`config.mk`:
```
export PLATFORM = sky130hd
export DESIGN_NAME = mci_top
export DESIGN_NICKNAME = d
export VERILOG_FILES = /design/src/logic/mci_boot_pkg.sv /design/src/logic/mci_reg_pkg.sv /design/src/logic/mci_wdt_if.sv /design/src/logic/mci_boot_seqr.sv /design/src/logic/mci_regs.sv /design/src/logic/mci_top.sv /design/src/logic/mci_wdt.sv
export VERILOG_INCLUDE_DIRS = /design/src /design/src/include
export SDC_FILE = /design/constraint.sdc
export NUM_CORES = 1
export LEC_CHECK = 0
export BUFFER_PORTS_ARGS = -buffer_cell sky130_fd_sc_hd__buf_2
export CAP_MARGIN = 20
export CORE_MARGIN = 5
export CORE_UTILIZATION = 30
export DETAILED_ROUTE_END_ITERATION = 12
export PLACE_DENSITY = 0.47
export REMOVE_ABC_BUFFERS = 1
export SYNTH_ARGS = -nofsm -noshare
export SYNTH_HDL_FRONTEND = slang
export SYNTH_SLANG_ARGS = --single-unit
```
`constraint.sdc`:
```
create_clock -name clk_i -period 2.1 [get_ports clk_i]
set_input_delay 0.42 -clock clk_i [delete_from_list [all_inputs] [get_ports clk_i]]
set_output_delay 0.42 -clock clk_i [all_outputs]
set_load 0.01 [all_outputs]
```
`src/include/mci_consts.svh`:
```
//////////////////////////////////////////////////////////////////////
// Manageability controller constants
// Bus widths, MCU reset pulse length and register byte offsets
//////////////////////////////////////////////////////////////////////

`ifndef MCI_CONSTS_SVH
`define MCI_CONSTS_SVH

// Field widths
`define MCI_ADDR_W          8
`define MCI_DATA_W          32
`define MCI_CNT_W           32
`define MCI_ERR_W           32

// Cycles the MCU reset is held low on a software request
`define MCU_RST_CYCLES      16

// Register byte offsets
`define REG_BOOTFSM_GO      8'h00
`define REG_CPTRA_BOOT_GO   8'h04
`define REG_RESET_REQUEST   8'h08
`define REG_WDT_T1_EN       8'h0C
`define REG_WDT_T1_RESTART  8'h10
`define REG_WDT_T1_PERIOD   8'h14
`define REG_WDT_T2_PERIOD   8'h18
`define REG_WDT_STATUS      8'h1C
`define REG_ERR_FATAL_MASK  8'h20
`define REG_HW_ERR_FATAL    8'h24
`define REG_BOOT_STATUS     8'h28

`endif

```
`src/logic/mci_boot_pkg.sv`:
```
//////////////////////////////////////////////////////////////////////
// Boot sequencer types
// State encoding and MCU reset pulse counter
//////////////////////////////////////////////////////////////////////

`default_nettype none

`include "mci_consts.svh"

package mci_boot_pkg;

    // Encoding is visible through BOOT_STATUS
    typedef enum logic [2:0] {
        BOOT_IDLE    = 3'd0,
        BOOT_WAIT_GO = 3'd1,
        BOOT_LC_INIT = 3'd2,
        BOOT_FC_INIT = 3'd3,
        BOOT_MCU_RUN = 3'd4,
        BOOT_DONE    = 3'd5,
        BOOT_MCU_RST = 3'd6
    } boot_state_e;

    typedef logic [$clog2(`MCU_RST_CYCLES):0] rst_cnt_t;

endpackage

`default_nettype wire

```
`src/logic/mci_reg_pkg.sv`:
```
//////////////////////////////////////////////////////////////////////
// Register-side types
// Address, data word, watchdog count and fatal error vector
//////////////////////////////////////////////////////////////////////

`default_nettype none

`include "mci_consts.svh"

package mci_reg_pkg;

    typedef logic [`MCI_ADDR_W-1:0] reg_addr_t;
    typedef logic [`MCI_DATA_W-1:0] reg_data_t;

    // Timer count or timeout period
    typedef logic [`MCI_CNT_W-1:0]  wdt_count_t;

    // One bit per aggregated fatal source
    typedef logic [`MCI_ERR_W-1:0]  err_vec_t;

endpackage

`default_nettype wire

```
`src/logic/mci_wdt_if.sv`:
```
//////////////////////////////////////////////////////////////////////
// Watchdog control and status bundle
// Register bank side drives controls, watchdog side drives expiries
//////////////////////////////////////////////////////////////////////

`timescale 1ns/1ps
`default_nettype none

interface mci_wdt_if import mci_reg_pkg::*; ();

    logic       t1_en;
    logic       t1_restart;
    wdt_count_t t1_period;
    wdt_count_t t2_period;
    logic       t1_serviced;

    // Single-cycle pulses, status is held in the register bank
    logic       t1_expire;
    logic       t2_expire;

    modport regs (
        output t1_en, t1_restart, t1_period, t2_period, t1_serviced,
        input  t1_expire, t2_expire
    );

    modport wdt (
        input  t1_en, t1_restart, t1_period, t2_period, t1_serviced,
        output t1_expire, t2_expire
    );

endinterface

`default_nettype wire

```
`src/logic/mci_boot_seqr.sv`:
```
//////////////////////////////////////////////////////////////////////
// Boot sequencer
// Breakpoint wait, LC and fuse init handshakes, MCU and Caliptra
// reset release, software MCU reset pulse
//////////////////////////////////////////////////////////////////////

`timescale 1ns/1ps
`default_nettype none

`include "mci_consts.svh"

module mci_boot_seqr
    import mci_boot_pkg::*;
(
    input  logic        clk_i,
    input  logic        rst_n_i,

    input  logic        brkpoint_i,
    input  logic        bootfsm_go_i,
    input  logic        cptra_go_i,
    input  logic        mcu_rst_req_i,

    input  logic        lc_done_i,
    input  logic        fc_opt_done_i,
    output logic        lc_init_o,
    output logic        fc_opt_init_o,

    output logic        mcu_rst_b_o,
    output logic        cptra_rst_b_o,
    output boot_state_e state_o
);

    boot_state_e state_q;
    boot_state_e state_d;
    rst_cnt_t    rst_cnt_q;
    logic        pulse_done;

    assign pulse_done = (rst_cnt_q == rst_cnt_t'(`MCU_RST_CYCLES - 1));

    always_comb begin
        state_d = state_q;
        case (state_q)
            BOOT_IDLE:    state_d = brkpoint_i ? BOOT_WAIT_GO : BOOT_LC_INIT;
            BOOT_WAIT_GO: if (bootfsm_go_i)  state_d = BOOT_LC_INIT;
            BOOT_LC_INIT: if (lc_done_i)     state_d = BOOT_FC_INIT;
            BOOT_FC_INIT: if (fc_opt_done_i) state_d = BOOT_MCU_RUN;
            BOOT_MCU_RUN: if (cptra_go_i)    state_d = BOOT_DONE;
            // Software reset request only honored once fully booted
            BOOT_DONE:    if (mcu_rst_req_i) state_d = BOOT_MCU_RST;
            BOOT_MCU_RST: if (pulse_done)    state_d = BOOT_DONE;
            default:      state_d = BOOT_IDLE;
        endcase
    end

    always_ff @(posedge clk_i) begin
        if (!rst_n_i) begin
            state_q <= BOOT_IDLE;
        end else begin
            state_q <= state_d;
        end
    end

    // Counts cycles spent in BOOT_MCU_RST
    always_ff @(posedge clk_i) begin
        if (!rst_n_i) begin
            rst_cnt_q <= '0;
        end else if (state_q == BOOT_MCU_RST) begin
            rst_cnt_q <= rst_cnt_q + 1'b1;
        end else begin
            rst_cnt_q <= '0;
        end
    end

    // Outputs decoded from state
    assign lc_init_o     = (state_q == BOOT_LC_INIT);
    assign fc_opt_init_o = (state_q == BOOT_FC_INIT);
    assign mcu_rst_b_o   = (state_q == BOOT_MCU_RUN) || (state_q == BOOT_DONE);
    assign cptra_rst_b_o = (state_q == BOOT_DONE) || (state_q == BOOT_MCU_RST);
    assign state_o       = state_q;

endmodule

`default_nettype wire

```
`src/logic/mci_regs.sv`:
```
//////////////////////////////////////////////////////////////////////
// Register bank
// Write decode, read mux, watchdog status, fatal error aggregation
// and interrupt outputs
//////////////////////////////////////////////////////////////////////

`timescale 1ns/1ps
`default_nettype none

`include "mci_consts.svh"

module mci_regs
    import mci_reg_pkg::*;
    import mci_boot_pkg::*;
(
    input  logic        clk_i,
    input  logic        rst_n_i,

    input  logic        wr_en_i,
    input  reg_addr_t   addr_i,
    input  reg_data_t   wdata_i,
    output reg_data_t   rdata_o,

    input  err_vec_t    agg_error_fatal_i,
    input  boot_state_e boot_state_i,

    output logic        bootfsm_go_o,
    output logic        cptra_go_o,
    output logic        mcu_rst_req_o,

    output logic        all_error_fatal_o,
    output logic        mci_intr_o,
    output logic        nmi_intr_o,

    mci_wdt_if.regs     wdt
);

    logic       bootfsm_go_q;
    logic       cptra_go_q;
    logic       mcu_rst_req_q;
    logic       t1_en_q;
    wdt_count_t t1_period_q;
    wdt_count_t t2_period_q;
    err_vec_t   err_mask_q;
    err_vec_t   hw_err_q;
    logic       t1_sts_q;
    logic       t2_sts_q;

    logic       status_w1c;
    err_vec_t   err_w1c;

    //////////////////////////////////////////////////////////////////////
    // Write side
    //////////////////////////////////////////////////////////////////////

    // Restart and service act on the write edge itself
    assign wdt.t1_restart = wr_en_i && (addr_i == `REG_WDT_T1_RESTART) && wdata_i[0];
    assign status_w1c     = wr_en_i && (addr_i == `REG_WDT_STATUS) && wdata_i[0];
    assign err_w1c        = (wr_en_i && (addr_i == `REG_HW_ERR_FATAL)) ?
                            err_vec_t'(wdata_i) : '0;

    always_ff @(posedge clk_i) begin
        if (!rst_n_i) begin
            bootfsm_go_q  <= 1'b0;
            cptra_go_q    <= 1'b0;
            mcu_rst_req_q <= 1'b0;
            t1_en_q       <= 1'b0;
            t1_period_q   <= '0;
            t2_period_q   <= '0;
            err_mask_q    <= '0;
        end else begin
            // Request reaches the sequencer one edge after the write
            mcu_rst_req_q <= wr_en_i && (addr_i == `REG_RESET_REQUEST) && wdata_i[0];
            if (wr_en_i) begin
                case (addr_i)
                    `REG_BOOTFSM_GO:     bootfsm_go_q <= wdata_i[0];
                    `REG_CPTRA_BOOT_GO:  cptra_go_q   <= wdata_i[0];
                    `REG_WDT_T1_EN:      t1_en_q      <= wdata_i[0];
                    `REG_WDT_T1_PERIOD:  t1_period_q  <= wdt_count_t'(wdata_i);
                    `REG_WDT_T2_PERIOD:  t2_period_q  <= wdt_count_t'(wdata_i);
                    `REG_ERR_FATAL_MASK: err_mask_q   <= err_vec_t'(wdata_i);
                    default: ;
                endcase
            end
        end
    end

    //////////////////////////////////////////////////////////////////////
    // Sticky status
    //////////////////////////////////////////////////////////////////////

    always_ff @(posedge clk_i) begin
        if (!rst_n_i) begin
            t1_sts_q <= 1'b0;
            t2_sts_q <= 1'b0;
            hw_err_q <= '0;
        end else begin
            // A new expiry wins over a service in the same cycle
            if (wdt.t1_expire) begin
                t1_sts_q <= 1'b1;
            end else if (status_w1c) begin
                t1_sts_q <= 1'b0;
            end
            // NMI status only clears on reset
            if (wdt.t2_expire) begin
                t2_sts_q <= 1'b1;
            end
            hw_err_q <= (hw_err_q & ~err_w1c) | agg_error_fatal_i;
        end
    end

    //////////////////////////////////////////////////////////////////////
    // Read mux and outputs
    //////////////////////////////////////////////////////////////////////

    always_comb begin
        rdata_o = '0;
        case (addr_i)
            `REG_BOOTFSM_GO:     rdata_o = reg_data_t'(bootfsm_go_q);
            `REG_CPTRA_BOOT_GO:  rdata_o = reg_data_t'(cptra_go_q);
            `REG_WDT_T1_EN:      rdata_o = reg_data_t'(t1_en_q);
            `REG_WDT_T1_PERIOD:  rdata_o = reg_data_t'(t1_period_q);
            `REG_WDT_T2_PERIOD:  rdata_o = reg_data_t'(t2_period_q);
            `REG_WDT_STATUS:     rdata_o = reg_data_t'({t2_sts_q, t1_sts_q});
            `REG_ERR_FATAL_MASK: rdata_o = reg_data_t'(err_mask_q);
            `REG_HW_ERR_FATAL:   rdata_o = reg_data_t'(hw_err_q);
            `REG_BOOT_STATUS:    rdata_o = reg_data_t'(boot_state_i);
            default:             rdata_o = '0;
        endcase
    end

    assign wdt.t1_en       = t1_en_q;
    assign wdt.t1_period   = t1_period_q;
    assign wdt.t2_period   = t2_period_q;
    assign wdt.t1_serviced = status_w1c;

    assign bootfsm_go_o      = bootfsm_go_q;
    assign cptra_go_o        = cptra_go_q;
    assign mcu_rst_req_o     = mcu_rst_req_q;
    assign all_error_fatal_o = |(hw_err_q & ~err_mask_q);
    assign mci_intr_o        = t1_sts_q;
    assign nmi_intr_o        = t2_sts_q;

endmodule

`default_nettype wire

```
`src/logic/mci_top.sv`:
```
//////////////////////////////////////////////////////////////////////
// Manageability controller top level
// Register bank, boot sequencer and watchdog on plain ports
//////////////////////////////////////////////////////////////////////

`timescale 1ns/1ps
`default_nettype none

module mci_top
    import mci_reg_pkg::*;
    import mci_boot_pkg::*;
(
    input  logic      clk_i,
    input  logic      rst_n_i,

    // Register port
    input  logic      reg_wr_en_i,
    input  reg_addr_t reg_addr_i,
    input  reg_data_t reg_wdata_i,
    output reg_data_t reg_rdata_o,

    // Boot handshakes
    input  logic      brkpoint_i,
    input  logic      lc_done_i,
    input  logic      fc_opt_done_i,
    output logic      lc_init_o,
    output logic      fc_opt_init_o,

    // Reset controls
    output logic      mcu_rst_b_o,
    output logic      cptra_rst_b_o,

    // Errors and interrupts
    input  err_vec_t  agg_error_fatal_i,
    output logic      all_error_fatal_o,
    output logic      mci_intr_o,
    output logic      nmi_intr_o
);

    logic        bootfsm_go;
    logic        cptra_go;
    logic        mcu_rst_req;
    boot_state_e boot_state;

    mci_wdt_if wdt_if ();

    mci_regs i_mci_regs (
        .clk_i             (clk_i),
        .rst_n_i           (rst_n_i),
        .wr_en_i           (reg_wr_en_i),
        .addr_i            (reg_addr_i),
        .wdata_i           (reg_wdata_i),
        .rdata_o           (reg_rdata_o),
        .agg_error_fatal_i (agg_error_fatal_i),
        .boot_state_i      (boot_state),
        .bootfsm_go_o      (bootfsm_go),
        .cptra_go_o        (cptra_go),
        .mcu_rst_req_o     (mcu_rst_req),
        .all_error_fatal_o (all_error_fatal_o),
        .mci_intr_o        (mci_intr_o),
        .nmi_intr_o        (nmi_intr_o),
        .wdt               (wdt_if.regs)
    );

    mci_boot_seqr i_boot_seqr (
        .clk_i         (clk_i),
        .rst_n_i       (rst_n_i),
        .brkpoint_i    (brkpoint_i),
        .bootfsm_go_i  (bootfsm_go),
        .cptra_go_i    (cptra_go),
        .mcu_rst_req_i (mcu_rst_req),
        .lc_done_i     (lc_done_i),
        .fc_opt_done_i (fc_opt_done_i),
        .lc_init_o     (lc_init_o),
        .fc_opt_init_o (fc_opt_init_o),
        .mcu_rst_b_o   (mcu_rst_b_o),
        .cptra_rst_b_o (cptra_rst_b_o),
        .state_o       (boot_state)
    );

    mci_wdt i_mci_wdt (
        .clk_i   (clk_i),
        .rst_n_i (rst_n_i),
        .ctl     (wdt_if.wdt)
    );

endmodule

`default_nettype wire

```
`src/logic/mci_wdt.sv`:
```
//////////////////////////////////////////////////////////////////////
// Cascaded watchdog
// Timer 1 runs while enabled, timer 2 runs while timer 1 has
// expired and is not serviced
//////////////////////////////////////////////////////////////////////

`timescale 1ns/1ps
`default_nettype none

module mci_wdt
    import mci_reg_pkg::*;
(
    input  logic    clk_i,
    input  logic    rst_n_i,

    mci_wdt_if.wdt  ctl
);

    wdt_count_t t1_cnt_q;
    wdt_count_t t2_cnt_q;
    logic       t1_fired_q;
    logic       t1_hit;
    logic       t2_hit;

    assign t1_hit = ctl.t1_en && (t1_cnt_q == ctl.t1_period);
    assign t2_hit = t1_fired_q && (t2_cnt_q == ctl.t2_period);

    assign ctl.t1_expire = t1_hit;
    assign ctl.t2_expire = t2_hit;

    //////////////////////////////////////////////////////////////////////
    // Timer 1
    //////////////////////////////////////////////////////////////////////

    always_ff @(posedge clk_i) begin
        if (!rst_n_i) begin
            t1_cnt_q <= '0;
        end else if (!ctl.t1_en || ctl.t1_restart || t1_hit) begin
            t1_cnt_q <= '0;
        end else begin
            t1_cnt_q <= t1_cnt_q + 1'b1;
        end
    end

    // Local copy of timer 1 status, tracks the register bank
    always_ff @(posedge clk_i) begin
        if (!rst_n_i) begin
            t1_fired_q <= 1'b0;
        end else if (t1_hit) begin
            t1_fired_q <= 1'b1;
        end else if (ctl.t1_serviced) begin
            t1_fired_q <= 1'b0;
        end
    end

    //////////////////////////////////////////////////////////////////////
    // Timer 2
    //////////////////////////////////////////////////////////////////////

    always_ff @(posedge clk_i) begin
        if (!rst_n_i) begin
            t2_cnt_q <= '0;
        end else if (!t1_fired_q || ctl.t1_serviced || t2_hit) begin
            t2_cnt_q <= '0;
        end else begin
            t2_cnt_q <= t2_cnt_q + 1'b1;
        end
    end

endmodule

`default_nettype wire

```
==> flow_metrics.env <==
export IMPL_sequential_element_share_of_the_synthesized_area=0.4141
export IMPL_leakagePower_nw=4.982
export IMPL_route_detailed_vias_per_inst=4.991
export IMPL_synth_cells=1219
export IMPL_synth_top_cells_by_area="sky130_fd_sc_hd__dfxtp_1 41%, sky130_fd_sc_hd__nand2_1 9.7%, sky130_fd_sc_hd__xor2_1 7.5%"
export IMPL_timing_critical_path_slowest_cell_delay_ps=540
export IMPL_port_buffer_count=116
export IMPL_chipWidth_um=192.2
export IMPL_critical_path_top_delay_family="simple AND/OR/NAND/NOR gates"
export IMPL_routedWlPerCell_um=19.21
export IMPL_placer_congestion_estimate=0.8481
export IMPL_cts_htree_levels=1
export IMPL_worst_setup_path_end_kind="output pin"
export IMPL_ys_warn_count=0
export IMPL_worst_ir_drop_vdd_v=0.0004086
export IMPL_violated_checks="setup timing"
export IMPL_dpl_hpwl_mm=24.71
export IMPL_detail_route_iter0_violations=578
export IMPL_ys_dominant_reg_cell="sky130_fd_sc_hd__dfxtp_1"
export IMPL_cts_hold_buf=0
export IMPL_sinks_on_the_clock_net=206
export IMPL_nNetsFinal=1442
export IMPL_skew_ps=10.30
export IMPL_cts_tree="yes"
export IMPL_dp_cells=1762
export IMPL_slew_headroom=0.6617
export IMPL_die_height_um=192.2
export IMPL_core_area_um2=32620
export IMPL_crit_path_cell_chain="inv_1 > o22ai_1 > or4_4 > nor4_4 > nand3_2 > buf_6"
export IMPL_clockBufferDepth=3
export IMPL_hold_class="primary input to flip-flop"
export IMPL_dr_total_vias=9084
export IMPL_postRouteWirelength_mm=34.97
export IMPL_timing_fmax_mhz=413.1
export IMPL_bufs_and_invs_on_worst_path=2
export IMPL_drc=0
export IMPL_layout_setup_ws_ps=-320.6
export IMPL_syn_cell_area_um2=9958
export IMPL_grt_antenna_before_repair=0
export IMPL_layout_common_cells="258 x sky130_fd_sc_hd__nand2_1, 203 x sky130_fd_sc_hd__dfxtp_1, 116 x sky130_fd_sc_hd__a21oi_1"
export IMPL_clk_latency_ps=510
export IMPL_yosys_area_top_type_share=0.4141
export IMPL_placement_setup_worst_slack_ps=-192.8
export IMPL_post_route_min_period_ps=2421
export IMPL_n_antenna_cell=0
export IMPL_finalHoldViolCount=0
export IMPL_wire_length_of_the_first_global_routing_pass_mm=54.32
export IMPL_fin_util=0.3893
export IMPL_cts_root_buffer="sky130_fd_sc_hd__clkbuf_16"
export IMPL_cp_data_arrival_time_ps=2000
export IMPL_placement_rows=66
export IMPL_tritoncts_num_buffers=25
export IMPL_layout_overhead_on_the_synthesized_area_pct=27.50
export IMPL_fin_total_pwr_mw=8.941
export IMPL_grt_pass1_vias=9138
export IMPL_detail_route_first_pass_iterations=5
export IMPL_largest_net_degree_at_the_start_of_global_routing=42
export IMPL_rsz0062_at_grt="yes"
export IMPL_final_cell_count_no_fill=1820
export IMPL_slew_limit_fails=0
export IMPL_dieArea_um2=36940
export IMPL_cp_required_ps=1680
export IMPL_layout_cells_most_common="sky130_fd_sc_hd__nand2_1"
export IMPL_run_status="finished with violations"
export IMPL_synthArstFlopShare=0
export IMPL_initial_utilization=0.3053
export IMPL_final_min_period_over_clock_period=1.153
export IMPL_route_antenna_remaining_nets=0
export IMPL_grt_overflow_total=0
export IMPL_synth_largest_area_cell="sky130_fd_sc_hd__dfxtp_1"
export IMPL_path_class="flip-flop to output pin"
export IMPL_top_level_ports=117
export IMPL_edff_count_synth=0
export IMPL_synthDistinctLibCells=55
export IMPL_post_route_cells_drive_above_1_share=0.2329
export IMPL_yosys_register_bits=206
export IMPL_max_cap_viol_count=0
export IMPL_startpoint_type="flip-flop"
export IMPL_fill_cells=3401
export IMPL_worst_path_max_fanout=2
export IMPL_crit_slowest_cell="sky130_fd_sc_hd__or4_4"
export IMPL_worst_pin_slew_ps=502.7
export IMPL_finalSetupViolations=33
export IMPL_postSynthAreaPerCell_um2=8.169
export IMPL_groute_usage_overall=0.1880
export IMPL_power_per_cell_area_nw_per_um2=704.2
export IMPL_cts_reportedPaths_clkPinSlew_ps=60
export IMPL_fin_worst_hold_slack_ps=111.7
==> synthesized netlist by cell type, types with 8 or more instances <==
cell type	n
sky130_fd_sc_hd__a21oi_2	12
sky130_fd_sc_hd__mux2i_1	8
sky130_fd_sc_hd__xor2_1	85
sky130_fd_sc_hd__nor3_1	73
sky130_fd_sc_hd__nor2_1	31
sky130_fd_sc_hd__nor4_1	26
sky130_fd_sc_hd__clkbuf_1	50
sky130_fd_sc_hd__buf_2	16
sky130_fd_sc_hd__inv_1	41
sky130_fd_sc_hd__and3_1	9
sky130_fd_sc_hd__a21oi_1	116
sky130_fd_sc_hd__o22ai_1	15
sky130_fd_sc_hd__nand4_1	17
sky130_fd_sc_hd__dfxtp_1	206
sky130_fd_sc_hd__o21a_1	33
sky130_fd_sc_hd__nand2_1	258
sky130_fd_sc_hd__buf_4	9
sky130_fd_sc_hd__xnor2_1	38
sky130_fd_sc_hd__a22oi_1	64
sky130_fd_sc_hd__nand3_1	34
==> report_power, final <==
| part | switching (mW) | leakage, nW | internal, mW | total [mW] |
|---|---|---|---|---|
| Combinational | 0.284 | 2.90 | 0.222 | 0.506 |
| Sequential | 0.0602 | 1.67 | 3.97 | 4.03 |
| Clock | 1.71 | 0.414 | 2.69 | 4.40 |
==> logic make-up (layout without fill, tap and decap cells) <==
kind of cell    count (synthesis)  after routing  synth area share
compound gates                255            255            0.1632
xor+xnor                      123            123            0.1082
fa+ha+maj                       4              4          0.005026
buf+inv                       124            283           0.05742
flops                         206            206            0.4141
mux                            10             10           0.01030
simple gates                  497            497            0.2417
==> per-layer routing <==
metal	global-route usage	wire length, um	vias to the layer above
li1	-	-	4514
met1	0.2598	16700	4356
met2	0.3202	16410	189
met3	0.02381	1487	25
met4	0.03017	374	0
met5	0	0	-
==> worst paths after layout <==
check                                start                       end  slack [ps]  cells after the start
setup / recovery    i_mci_regs.hw_err_q[2]         all_error_fatal_o        -320                      6
hold / removal       agg_error_fatal_i[21]   i_mci_regs.hw_err_q[21]         110                      2
setup reg to reg     i_mci_wdt.t2_cnt_q[8]    i_mci_wdt.t2_cnt_q[31]         130                      5
hold reg to reg   i_boot_seqr.rst_cnt_q[0]  i_boot_seqr.rst_cnt_q[0]         450                      1
==> per-stage QoR <==
step	setup TNS [ps]	instance area, um2
after detailed placement	-8862	11370
after global placement	-7687	11370
after CTS	-8437	12660
after floorplan	-132850	9540
after global routing	-9378	12700
final	-7779	12700
==> registers in the layout, indices dropped and copies added (netlist names), 3 cells and up <==
name,flops
i_boot_seqr.state_o,3
i_mci_wdt.t1_cnt_q,32
i_mci_regs.wdt.t2_period,32
i_mci_regs.err_mask_q,32
i_mci_regs.wdt.t1_period,32
i_mci_regs.hw_err_q,32
i_mci_wdt.t2_cnt_q,32
i_boot_seqr.rst_cnt_q,5
==> timing repair <==
| item | CTS | global route |
|---|---|---|
| resized for setup | 59 | 18 |
| hold endpoints to repair | 0 | 0 |
| gates cloned | 6 | 0 |
| endpoints found under the setup margin | 33 | 41 |
| setup buffers | 10 | 0 |
| pin swaps | 7 | 13 |
==> layout make-up <==
| class | instances | area, um2 | share of cell area |
|---|---|---|---|
| multi-input combinational | 889 | 5477 | 0.4313 |
| sequential | 206 | 4128 | 0.3251 |
| timing repair buffer | 197 | 1556 | 0.1226 |
| clock buffer | 35 | 703.2 | 0.05538 |
| tap | 442 | 553.0 | 0.04356 |
| inverter | 41 | 155.1 | 0.01222 |
| clock inverter | 10 | 125.1 | 0.009854 |
==> worst reg2reg max path, stage by stage (launching register included) <==
cell and delay [ps]:
sky130_fd_sc_hd__dfxtp_1 450, sky130_fd_sc_hd__and4_1 330, sky130_fd_sc_hd__nand4_4 310, sky130_fd_sc_hd__nor4_1 540
sky130_fd_sc_hd__xnor2_1 180, sky130_fd_sc_hd__nor3_1 60
Power figures use the tool's default switching activity.
